`config.mk`:
```
export PLATFORM = sky130hd
export DESIGN_NAME = fm_regif_top
export DESIGN_NICKNAME = d
export VERILOG_FILES = /design/src/fm_pkg.sv /design/src/fm_mmr.sv /design/src/fm_slot_regs.sv /design/src/fm_timers.sv /design/src/fm_regif_top.sv
export SDC_FILE = /design/constraint.sdc
export NUM_CORES = 2
export LEC_CHECK = 0
export CAP_MARGIN = 0
export CORE_ASPECT_RATIO = 0.7
export CORE_MARGIN = 5
export CORE_UTILIZATION = 58
export DETAILED_ROUTE_END_ITERATION = 10
export DONT_BUFFER_PORTS = 1
export PLACE_DENSITY = 0.76
export SETUP_SLACK_MARGIN = 0.1
export SYNTH_ARGS = -nofsm -noshare
export SYNTH_HDL_FRONTEND = slang
export SYNTH_SLANG_ARGS = --single-unit
```
`constraint.sdc`:
```
create_clock -name clk -period 58.8 [get_ports clk]
set_input_delay 11.76 -clock clk [delete_from_list [all_inputs] [get_ports clk]]
set_output_delay 11.76 -clock clk [all_outputs]
set_load 0.005 [all_outputs]
```
`src/fm_pkg.sv`:
```
// Constants and types for a YM2151 style register map without CSM or test registers
package fm_pkg;

    // Plain vectors with a meaning of their own
    typedef logic [7:0] reg_addr_t;
    typedef logic [7:0] reg_data_t;
    typedef logic [4:0] slot_t;     // {operator, channel}
    typedef logic [2:0] ch_t;
    typedef logic [1:0] op_t;
    typedef logic [9:0] timer_a_t;
    typedef logic [7:0] timer_b_t;

    localparam int NUM_SLOTS     = 32;
    localparam int NUM_CH        = 8;
    localparam int BUSY_TICKS    = 32;  // cen ticks per data write
    localparam int TIMER_B_DIV   = 16;  // cen ticks per timer B count
    localparam int BUSY_CNT_W    = $clog2(BUSY_TICKS);
    localparam int TIMER_B_PRE_W = $clog2(TIMER_B_DIV);

    // Global register addresses
    localparam reg_addr_t REG_KON    = 8'h08;
    localparam reg_addr_t REG_NOISE  = 8'h0F;
    localparam reg_addr_t REG_CLKA1  = 8'h10;
    localparam reg_addr_t REG_CLKA2  = 8'h11;
    localparam reg_addr_t REG_CLKB   = 8'h12;
    localparam reg_addr_t REG_TIMER  = 8'h14;
    localparam reg_addr_t REG_LFRQ   = 8'h18;
    localparam reg_addr_t REG_PMDAMD = 8'h19;
    localparam reg_addr_t REG_CTW    = 8'h1B;
    localparam reg_addr_t CH_BANK    = 8'h20; // First channel register
    localparam reg_addr_t OP_BANK    = 8'h40; // First operator register

    typedef struct packed {
        logic rl_fb_con;
        logic kc;
        logic kf;
        logic pms_ams;
        logic dt1_mul;
        logic tl;
        logic ks_ar;
        logic ams_d1r;
        logic dt2_d2r;
        logic d1l_rr;
        logic keyon;
    } upd_strb_t;

    // What to write where
    typedef struct packed {
        upd_strb_t strb;
        slot_t     slot;
        reg_data_t data;
    } upd_t;

    typedef struct packed {
        logic       ne;
        logic [4:0] nfrq;
        logic [7:0] lfo_freq;
        logic [1:0] lfo_w;
        logic [6:0] lfo_amd;
        logic [6:0] lfo_pmd;
        logic       ct1;
        logic       ct2;
    } global_cfg_t;

    typedef struct packed {
        timer_a_t value_a;
        timer_b_t value_b;
        logic     load_a;     // Pulse
        logic     load_b;     // Pulse
        logic     irq_en_a;
        logic     irq_en_b;
        logic     clr_flag_a; // Pulse
        logic     clr_flag_b; // Pulse
    } timer_ctl_t;

    typedef struct packed {
        logic [1:0] rl;
        logic [2:0] fb;
        logic [2:0] con;
        logic [6:0] kc;
        logic [5:0] kf;
        logic [2:0] pms;
        logic [1:0] ams;
        logic [2:0] dt1;
        logic [3:0] mul;
        logic [6:0] tl;
        logic [1:0] ks;
        logic [4:0] ar;
        logic       amsen;
        logic [4:0] d1r;
        logic [1:0] dt2;
        logic [4:0] d2r;
        logic [3:0] d1l;
        logic [3:0] rr;
        logic       keyon;
    } slot_params_t;

endpackage

```
`src/fm_mmr.sv`:
```
// Writes made while busy is high are accepted unchecked and lfo_rst pulses on each LFO rate write
`timescale 1ns/1ns

module fm_mmr (
    input  logic                clk,
    input  logic                rst,
    input  logic                cen,
    input  fm_pkg::reg_data_t   din,
    input  logic                write,
    input  logic                a0,
    output logic                busy,
    output fm_pkg::upd_t        upd,
    output fm_pkg::global_cfg_t gcfg,
    output fm_pkg::timer_ctl_t  tctl,
    output logic                lfo_rst
);
    import fm_pkg::*;

    reg_addr_t             sel_addr;  // Set by writes with a0 low
    logic                  data_wr;
    logic                  data_wr_q;
    logic [BUSY_CNT_W-1:0] busy_cnt;

    assign data_wr = write & a0;

    always_ff @(posedge clk or posedge rst) begin
        if (rst) begin
            sel_addr <= '0;
            upd      <= '0;
            gcfg     <= '0;
            tctl     <= '0;
            lfo_rst  <= 1'b0;
        end else begin
            // One-shot outputs drop unless renewed below
            upd.strb        <= '0;
            tctl.load_a     <= 1'b0;
            tctl.load_b     <= 1'b0;
            tctl.clr_flag_a <= 1'b0;
            tctl.clr_flag_b <= 1'b0;
            lfo_rst         <= 1'b0;

            if (write && !a0) begin
                sel_addr <= din;
            end

            if (data_wr) begin
                upd.data <= din;
                if (sel_addr < CH_BANK) begin
                    // Only key-on uses the slot here, channel taken from din
                    upd.slot <= {2'b00, din[2:0]};
                    case (sel_addr)
                        REG_KON:   upd.strb.keyon <= 1'b1;
                        REG_NOISE: begin
                            gcfg.ne   <= din[7];
                            gcfg.nfrq <= din[4:0];
                        end
                        REG_CLKA1: tctl.value_a[9:2] <= din;
                        REG_CLKA2: tctl.value_a[1:0] <= din[1:0];
                        REG_CLKB:  tctl.value_b      <= din;
                        REG_TIMER: begin
                            tctl.load_a     <= din[0];
                            tctl.load_b     <= din[1];
                            tctl.irq_en_a   <= din[2];
                            tctl.irq_en_b   <= din[3];
                            tctl.clr_flag_a <= din[4];
                            tctl.clr_flag_b <= din[5];
                        end
                        REG_LFRQ: begin
                            gcfg.lfo_freq <= din;
                            lfo_rst       <= 1'b1; // Restart LFO phase
                        end
                        REG_PMDAMD: begin
                            if (!din[7]) begin
                                gcfg.lfo_amd <= din[6:0];
                            end else begin
                                gcfg.lfo_pmd <= din[6:0];
                            end
                        end
                        REG_CTW: begin
                            gcfg.ct2   <= din[7];
                            gcfg.ct1   <= din[6];
                            gcfg.lfo_w <= din[1:0];
                        end
                        default: ;
                    endcase
                end else if (sel_addr < OP_BANK) begin
                    // Channel bank, field in bits 4:3
                    upd.slot <= {2'b00, sel_addr[2:0]};
                    case (sel_addr[4:3])
                        2'd0:    upd.strb.rl_fb_con <= 1'b1;
                        2'd1:    upd.strb.kc        <= 1'b1;
                        2'd2:    upd.strb.kf        <= 1'b1;
                        default: upd.strb.pms_ams   <= 1'b1;
                    endcase
                end else begin
                    upd.slot <= sel_addr[4:0];
                    case (sel_addr[7:5])
                        3'd2:    upd.strb.dt1_mul <= 1'b1;
                        3'd3:    upd.strb.tl      <= 1'b1;
                        3'd4:    upd.strb.ks_ar   <= 1'b1;
                        3'd5:    upd.strb.ams_d1r <= 1'b1;
                        3'd6:    upd.strb.dt2_d2r <= 1'b1;
                        3'd7:    upd.strb.d1l_rr  <= 1'b1;
                        default: ; // Below 0x40, never here
                    endcase
                end
            end
        end
    end

    // Busy window of BUSY_TICKS cen ticks after each new data write
    always_ff @(posedge clk or posedge rst) begin
        if (rst) begin
            data_wr_q <= 1'b0;
            busy      <= 1'b0;
            busy_cnt  <= '0;
        end else begin
            data_wr_q <= data_wr;
            if (data_wr && !data_wr_q) begin
                busy     <= 1'b1;
                busy_cnt <= '0;
            end else if (busy && cen) begin
                busy_cnt <= busy_cnt + 1'b1;
                if (busy_cnt == BUSY_CNT_W'(BUSY_TICKS - 1)) begin
                    busy <= 1'b0;
                end
            end
        end
    end

    a_one_strobe: assert property (@(posedge clk) disable iff (rst) $onehot0(upd.strb))
        else $error("More than one update strobe active: %b", upd.strb);

endmodule

```
`src/fm_slot_regs.sv`:
```
// Every parameter resets to zero and key-on mask bit 3+n drives operator n of the channel
`timescale 1ns/1ns

module fm_slot_regs (
    input  logic                 clk,
    input  logic                 rst,
    input  logic                 cen,
    input  fm_pkg::upd_t         upd,
    output fm_pkg::slot_t        cur_slot,
    output logic                 zero,
    output fm_pkg::slot_params_t params
);
    import fm_pkg::*;

    typedef struct packed {
        logic [1:0] rl;
        logic [2:0] fb;
        logic [2:0] con;
        logic [6:0] kc;
        logic [5:0] kf;
        logic [2:0] pms;
        logic [1:0] ams;
    } ch_regs_t;

    typedef struct packed {
        logic [2:0] dt1;
        logic [3:0] mul;
        logic [6:0] tl;
        logic [1:0] ks;
        logic [4:0] ar;
        logic       amsen;
        logic [4:0] d1r;
        logic [1:0] dt2;
        logic [4:0] d2r;
        logic [3:0] d1l;
        logic [3:0] rr;
    } op_regs_t;

    ch_regs_t             ch_mem [NUM_CH];
    op_regs_t             op_mem [NUM_SLOTS];
    logic [NUM_SLOTS-1:0] keyon_vec;
    ch_t                  wr_ch;   // Channel of the pending update
    ch_t                  cur_ch;

    assign wr_ch  = upd.slot[2:0];
    assign cur_ch = cur_slot[2:0];

    always_ff @(posedge clk or posedge rst) begin
        if (rst) begin
            for (int i = 0; i < NUM_CH; i++) begin
                ch_mem[i] <= '0;
            end
            for (int i = 0; i < NUM_SLOTS; i++) begin
                op_mem[i] <= '0;
            end
            keyon_vec <= '0;
        end else begin
            if (upd.strb.rl_fb_con) begin
                ch_mem[wr_ch].rl  <= upd.data[7:6];
                ch_mem[wr_ch].fb  <= upd.data[5:3];
                ch_mem[wr_ch].con <= upd.data[2:0];
            end
            if (upd.strb.kc) ch_mem[wr_ch].kc <= upd.data[6:0];
            if (upd.strb.kf) ch_mem[wr_ch].kf <= upd.data[7:2];
            if (upd.strb.pms_ams) begin
                ch_mem[wr_ch].pms <= upd.data[6:4];
                ch_mem[wr_ch].ams <= upd.data[1:0];
            end

            // Operator fields, indexed by the full slot
            if (upd.strb.dt1_mul) begin
                op_mem[upd.slot].dt1 <= upd.data[6:4];
                op_mem[upd.slot].mul <= upd.data[3:0];
            end
            if (upd.strb.tl) op_mem[upd.slot].tl <= upd.data[6:0];
            if (upd.strb.ks_ar) begin
                op_mem[upd.slot].ks <= upd.data[7:6];
                op_mem[upd.slot].ar <= upd.data[4:0];
            end
            if (upd.strb.ams_d1r) begin
                op_mem[upd.slot].amsen <= upd.data[7];
                op_mem[upd.slot].d1r   <= upd.data[4:0];
            end
            if (upd.strb.dt2_d2r) begin
                op_mem[upd.slot].dt2 <= upd.data[7:6];
                op_mem[upd.slot].d2r <= upd.data[4:0];
            end
            if (upd.strb.d1l_rr) begin
                op_mem[upd.slot].d1l <= upd.data[7:4];
                op_mem[upd.slot].rr  <= upd.data[3:0];
            end

            // All four operators of the channel in one write
            if (upd.strb.keyon) begin
                for (int i = 0; i < 4; i++) begin
                    keyon_vec[{op_t'(i), wr_ch}] <= upd.data[3 + i];
                end
            end
        end
    end

    always_ff @(posedge clk or posedge rst) begin
        if (rst) begin
            cur_slot <= '0;
        end else if (cen) begin
            cur_slot <= cur_slot + 1'b1; // Wraps 31 to 0
        end
    end

    assign zero = (cur_slot == '0);

    // Current slot straight from storage
    always_comb begin
        params.rl    = ch_mem[cur_ch].rl;
        params.fb    = ch_mem[cur_ch].fb;
        params.con   = ch_mem[cur_ch].con;
        params.kc    = ch_mem[cur_ch].kc;
        params.kf    = ch_mem[cur_ch].kf;
        params.pms   = ch_mem[cur_ch].pms;
        params.ams   = ch_mem[cur_ch].ams;
        params.dt1   = op_mem[cur_slot].dt1;
        params.mul   = op_mem[cur_slot].mul;
        params.tl    = op_mem[cur_slot].tl;
        params.ks    = op_mem[cur_slot].ks;
        params.ar    = op_mem[cur_slot].ar;
        params.amsen = op_mem[cur_slot].amsen;
        params.d1r   = op_mem[cur_slot].d1r;
        params.dt2   = op_mem[cur_slot].dt2;
        params.d2r   = op_mem[cur_slot].d2r;
        params.d1l   = op_mem[cur_slot].d1l;
        params.rr    = op_mem[cur_slot].rr;
        params.keyon = keyon_vec[cur_slot];
    end

    a_slot_step: assert property (@(posedge clk) disable iff (rst)
        cen |=> cur_slot == slot_t'($past(cur_slot) + 1'b1))
        else $error("Slot counter skipped: %0d", cur_slot);

endmodule

```
`src/fm_timers.sv`:
```
// A loaded timer keeps running until reset and a flag only sets while its interrupt is enabled
`timescale 1ns/1ns

module fm_timers (
    input  logic               clk,
    input  logic               rst,
    input  logic               cen,
    input  fm_pkg::timer_ctl_t tctl,
    output logic               flag_a,
    output logic               flag_b,
    output logic               irq_n,
    output logic               overflow_a
);
    import fm_pkg::*;

    timer_a_t                 cnt_a;
    timer_b_t                 cnt_b;
    logic [TIMER_B_PRE_W-1:0] pre_b;   // cen ticks within one timer B count
    logic                     run_a;
    logic                     run_b;
    logic                     tick_b;
    logic                     overflow_b;

    assign overflow_a = run_a & cen & (cnt_a == '1);
    assign tick_b     = run_b & cen & (pre_b == TIMER_B_PRE_W'(TIMER_B_DIV - 1));
    assign overflow_b = tick_b & (cnt_b == '1);
    assign irq_n      = ~(flag_a | flag_b);

    always_ff @(posedge clk or posedge rst) begin
        if (rst) begin
            cnt_a <= '0;
            run_a <= 1'b0;
        end else if (tctl.load_a) begin
            cnt_a <= tctl.value_a;
            run_a <= 1'b1;
        end else if (overflow_a) begin
            cnt_a <= tctl.value_a; // Reload past 1023
        end else if (run_a && cen) begin
            cnt_a <= cnt_a + 1'b1;
        end
    end

    always_ff @(posedge clk or posedge rst) begin
        if (rst) begin
            cnt_b <= '0;
            pre_b <= '0;
            run_b <= 1'b0;
        end else if (tctl.load_b) begin
            cnt_b <= tctl.value_b;
            pre_b <= '0;
            run_b <= 1'b1;
        end else if (run_b && cen) begin
            pre_b <= tick_b ? '0 : pre_b + 1'b1;
            if (overflow_b) begin
                cnt_b <= tctl.value_b;
            end else if (tick_b) begin
                cnt_b <= cnt_b + 1'b1;
            end
        end
    end

    // Overflow takes priority over a clear in the same cycle
    always_ff @(posedge clk or posedge rst) begin
        if (rst) begin
            flag_a <= 1'b0;
            flag_b <= 1'b0;
        end else begin
            if (overflow_a && tctl.irq_en_a) begin
                flag_a <= 1'b1;
            end else if (tctl.clr_flag_a) begin
                flag_a <= 1'b0;
            end
            if (overflow_b && tctl.irq_en_b) begin
                flag_b <= 1'b1;
            end else if (tctl.clr_flag_b) begin
                flag_b <= 1'b0;
            end
        end
    end

    a_flag_a_src: assert property (@(posedge clk) disable iff (rst)
        $rose(flag_a) |-> $past(overflow_a))
        else $error("flag_a rose without a timer A overflow");

    a_flag_b_src: assert property (@(posedge clk) disable iff (rst)
        $rose(flag_b) |-> $past(overflow_b))
        else $error("flag_b rose without a timer B overflow");

endmodule

```
`src/fm_regif_top.sv`:
```
// Register interface only with no sound generation and timer A overflow left for a CSM user
`timescale 1ns/1ns

module fm_regif_top (
    input  logic                 clk,
    input  logic                 rst,
    input  logic                 cen,
    input  logic                 write,
    input  logic                 a0,
    input  fm_pkg::reg_data_t    din,
    output logic                 busy,
    output logic                 lfo_rst,
    output logic                 zero,
    output logic                 flag_a,
    output logic                 flag_b,
    output logic                 irq_n,
    output fm_pkg::global_cfg_t  gcfg,
    output fm_pkg::slot_t        cur_slot,
    output fm_pkg::slot_params_t params
);
    import fm_pkg::*;

    upd_t       upd;   // Host write decoded for slot storage
    timer_ctl_t tctl;

    fm_mmr u_mmr (
        .clk     (clk),
        .rst     (rst),
        .cen     (cen),
        .din     (din),
        .write   (write),
        .a0      (a0),
        .busy    (busy),
        .upd     (upd),
        .gcfg    (gcfg),
        .tctl    (tctl),
        .lfo_rst (lfo_rst)
    );

    fm_slot_regs u_slot_regs (
        .clk      (clk),
        .rst      (rst),
        .cen      (cen),
        .upd      (upd),
        .cur_slot (cur_slot),
        .zero     (zero),
        .params   (params)
    );

    fm_timers u_timers (
        .clk        (clk),
        .rst        (rst),
        .cen        (cen),
        .tctl       (tctl),
        .flag_a     (flag_a),
        .flag_b     (flag_b),
        .irq_n      (irq_n),
        .overflow_a ()      // Would trigger CSM key-on
    );

endmodule

```
After elaboration in Yosys (flattened, before gate mapping)
Cells that the tools add are included.
- output and inout bits: 112
- input bits: 13
- register bits after elaboration: 1711
- word-level logic and storage cells: 671
- add/subtract/negate cells: 5
- reductions and logical operators: 36
- magnitude comparators: 17
- equal/unequal tests: 21
- bitwise operators: 13
- mux-type cells: 127
- operators by type and width (kind ; number):
    $bwmux W1344 ; 11
    $mux W1344 ; 6
    $demux W42 S5 ; 11
    $bwmux W208 ; 7
    $mux W208 ; 4
    $demux W26 S3 ; 7
    $bmux W42 S5 ; 1
    $bwmux W32 ; 4
    $mux W42 ; 3
    $mux W26 ; 4
    $bmux W26 S3 ; 1
    $eq A8 B5 Y1 const B ; 7
    $mux W24 ; 2
    $mux W21 ; 2
    $mux W10 ; 4
    $mux W8 ; 5
    $mux W39 ; 1
    $mux W35 ; 1
    $mux W28 ; 1
    $mux W1 ; 27
    $mux W5 ; 5
    $mux W6 ; 4
    $reduce_and A3 Y1 ; 7
    $mux W20 ; 1
    47 further kinds ; 93

Logic depth before layout (Yosys ltp)
- depth in word-level cells: 22
- depth in mapped cells: 9
- depth with buffers taken out: 6

Cells and area by module
From an unflattened synthesis, not the netlist that was laid out.
- cell total of the unflattened synthesis: 5102
- area total of the unflattened synthesis: 77755.8 um2
- by module, submodules not included (module ; cells an instance ; sequential area each (um2) ; area each (um2) ; instances):
    fm_slot_regs ; 4669 ; 39763.1 ; 72409.4 ; 1
    fm_mmr ; 254 ; 2402.3 ; 3738.6 ; 1
    fm_timers ; 179 ; 650.6 ; 1607.8 ; 1

Worst setup path after synthesis
OpenSTA, ideal clock, no wires.
- path kind: register to output
- start point: register u_slot_regs.cur_slot[0]
- end point: output params[51] in the netlist's numbering
- cell stages (with the launch flop): 8
- data required time: 47.040 ns
- slack: 45.140 ns
- data arrival time: 1.900 ns
- path buffers: 4
- cell sequence: dfrtp_1 -> clkbuf_1 -> buf_2 -> buf_2 -> buf_2 -> mux4_2 -> nand2_1 -> nand2_1
- RTL lines (element ; RTL line ; RTL):
    start, declared ; fm_slot_regs.sv:9 ; output fm_pkg::slot_t cur_slot,
    start signal, assigned ; fm_slot_regs.sv:106 ; cur_slot <= cur_slot + 1'b1;
    end, declared ; fm_regif_top.sv:19 ; output fm_pkg::slot_params_t params

==> flow_summary_export.csv <==
group,metric,value,unit
sta,slew_headroom,10.6,%
finish,drive_gt1_share,43.1,%
clock_tree,clock_sinks,1711,
drt,wire_per_inst,29.2,µm
setup_path,crit_type,"flop to output port",
drt,drtAntennaViolNets,0,
setup_path,endpoint,"params[1]",
clock_tree,cts_resized,0,
drt,vias_per_cell,6.62,
min_path,hold_path.class,"flop to flop",
clock_tree,clk_path_buf_depth,3,
pwr,power.leakage,41.1,nW
die,rows,111,
synthesis,yosysTopAreaCell,"dfrtp_1",
clock_tree,cts_tree,"built",
sta,max_freq,57.1,MHz
pwr,clkPwrFrac,34.6,%
sta,report.final.slew_viol_count,0,
finish,syn2layout_area_growth,8.92,%
synthesis,ys.flop_type,"dfrtp_1",
drt,firstDrtPassIters,5,
synthesis,synth_cell_type_count,57,
place,io_buffers,0,
die,die_h,315,µm
clock_tree,path_clk_slew,0.06,ns
die,die_x,446,µm
global_route,grt_antenna_before_repair,6,
setup_path,reg2reg_from,"u_mmr.upd[8]",
drt,via_count,46400,
synthesis,syn_inst,5288,
die,num_io_pins,125,
synthesis,ys_seq_area_share,55.6,%
synthesis,synthArstFlopShare,100,%
synthesis,synth-edff-count,0,
drt,wl_met3,16500,µm
run,drv_cap,0,
global_route,grt_pass1_wl,313000,µm
setup_path,reg2reg_depth,4,
sta,final_hold_viol_count,0,
setup_path,start_kind,"flop",
place,finalWeightedCongestion,0.862,
synthesis,syn_area_per_cell,14.6,µm²
synthesis,syn_area,77000,µm²
sta,timing.final.crit_share,29.8,%
pwr,power.net_switching,0.992,mW
pwr,p_comb_share,22.9,%
clock_tree,cts_buffers,161,
sta,skew,0.0289,ns
clock_tree,postCtsHoldBufs,0,
setup_path,arrival,5.75,ns
setup_path,rr_endpoint,"u_slot_regs.op_mem[1179]",
global_route,grt_pass1_vias,48100,
setup_path,r2r_slack,55.53,ns
status,outcome,"complete, no violations",
sta,whs,0.425,ns
pwr,intPower,2.11,mW
synthesis,yosysWarningCount,0,
die,die_area,140000,µm²
finish,fin_nets,5150,
sta,finalSetupTns,0,ns
sta,rsz0062_at_grt,"no",
global_route,grtUsageTotal,29.4,%
clock_tree,htreeDepth,4,
clock_tree,post_cts_buffers,0,
pwr,power_density,37.0,nW/µm²
drt,wl_met1,89900,µm
setup_path,critical_path.max_fanout,55,
setup_path,startpoint,"u_slot_regs.cur_slot[0]",
synthesis,synth_top_cell_area_share,55.6,%
place,placed_cell_area,78500,µm²
drt,routed_wl,205000,µm
pwr,pwr-share-seq,42.5,%
drt,drtIter0Drc,4324,
pwr,totalPowerFinal,3.10,mW
place,dp_hpwl,127000,µm
drt,highest_layer,"met5",
synthesis,netlist_top_cells_count,"dfrtp_1, mux2_2, nand2_1",
pwr,max-vdd-ir-drop,0.0000712,V
setup_path,critPathRequiredTime,47.04,ns
sta,tightest_slew,1.34,ns
setup_path,setup.worst_path.end_class,"output port",
sta,period_needed,17.51,ns
synthesis,yosysMostFrequentCell,"dfrtp_1",
synthesis,synth.net_count,5308,
drt,route.met2.wl,91900,µm
global_route,grt_max_degree,191,
die,start_util,58.6,%
die,core_area,131000,µm²
global_route,overflow,0,
synthesis,synth.area.top_cells,"dfrtp_1, mux2_2, mux4_2",
finish,fin_area,83900,µm²
synthesis,ys_ff_latch,1711,
clock_tree,clock_latency,0.80,ns
sta,setup_viol_count_final,0,
pwr,swShare,32.0,%
clock_tree,cts-root-buf,"clkbuf_16",
drt,drc_errors,0,
-- cell families after synthesis --
family          count (synthesis)  synth area share, %
compound gates                398                 3.59
flops                        1711                 55.6
mux                          2178                 35.2
buf+inv                       419                 2.17
simple gates                  565                 3.23
fa+ha+maj                       7                0.114
xor+xnor                       10                0.114
-- power by group through the flow --
stage	registers [mW]	clock network [mW]	logic, mW
5_1_grt	1.33	1.13	0.744
6_report	1.32	1.07	0.711
3_5_place_dp	1.34	0	0.707
2_1_floorplan	1.29	0	0.495
3_3_place_gp	1.33	0	0.700
4_1_cts	1.32	1.09	0.709
-- flip-flops by register name, summed over array words and instances (netlist names), 4 cells and up --
register,count
u_mmr.busy_cnt,5
u_mmr.gcfg,32
u_mmr.sel_addr,8
u_mmr.tctl,24
u_mmr.upd,24
u_slot_regs.ch_mem,208
u_slot_regs.cur_slot,5
u_slot_regs.keyon_vec,32
u_slot_regs.op_mem,1344
u_timers.cnt_a,10
u_timers.cnt_b,8
u_timers.pre_b,4
-- metrics by stage --
step / setup slack (ns) / cells / utilization [%]
global placement: 42.13 / 6718 / 59.7
global route: 41.13 / 7004 / 63.9
detailed placement: 42.10 / 6718 / 59.7
CTS: 41.26 / 7004 / 63.9
finish: 41.29 / 7008 / 63.9
floorplan: 23.32 / 5288 / -
-- routing by layer --
metal,vias to the layer above,track usage [%]
li1,19300,-
met1,25100,43.4
met2,1698,43.3
met3,343,7.19
met4,2,9.62
met5,-,0
-- cell usage in the layout (no fill, tap or decap), drive strengths merged, types with 42 or more instances in the layout --
cell type and count:
a211oi 45, a21oi 58, a221oi 45, a22oi 85, buf 87, clkbuf 239
dfrtp 1711, mux2 1644, mux2i 273, mux4 261, nand2 356, nor2 80
o21ai 60, o221ai 42, o22ai 43
-- critical path, cell delays in order, from the launching register on --
cell and delay (ns):
dfrtp_4 0.86, buf_4 0.64, buf_4 0.88, buf_4 0.91, mux4_2 0.60, a211oi_1 0.61, a22oi_1 0.33
-- area by class of cell --
cell class	instances	area [µm²]
Fill cell	9484	47500
Sequential cell	1711	42900
Multi-Input combinational cell	3158	32600
Clock buffer	239	4880
Tap cell	1751	2190
Timing Repair Buffer	87	741
Clock inverter	47	541
Inverter	11	45.0
Antenna cell	4	10.0
-- how the worst min path moves through the flow --
stage	from	end	cells after the start
after floorplan	u_mmr.tctl[1]	u_timers.flag_a	1
after global placement	u_mmr.tctl[0]	u_timers.flag_b	1
after detailed placement	u_mmr.tctl[0]	u_timers.flag_b	1
after CTS	u_mmr.tctl[0]	u_timers.flag_b	1
after global routing	u_mmr.tctl[0]	u_timers.flag_b	1
final	u_mmr.tctl[0]	u_timers.flag_b	1
Note: power is estimated with default switching activity, not from simulation.
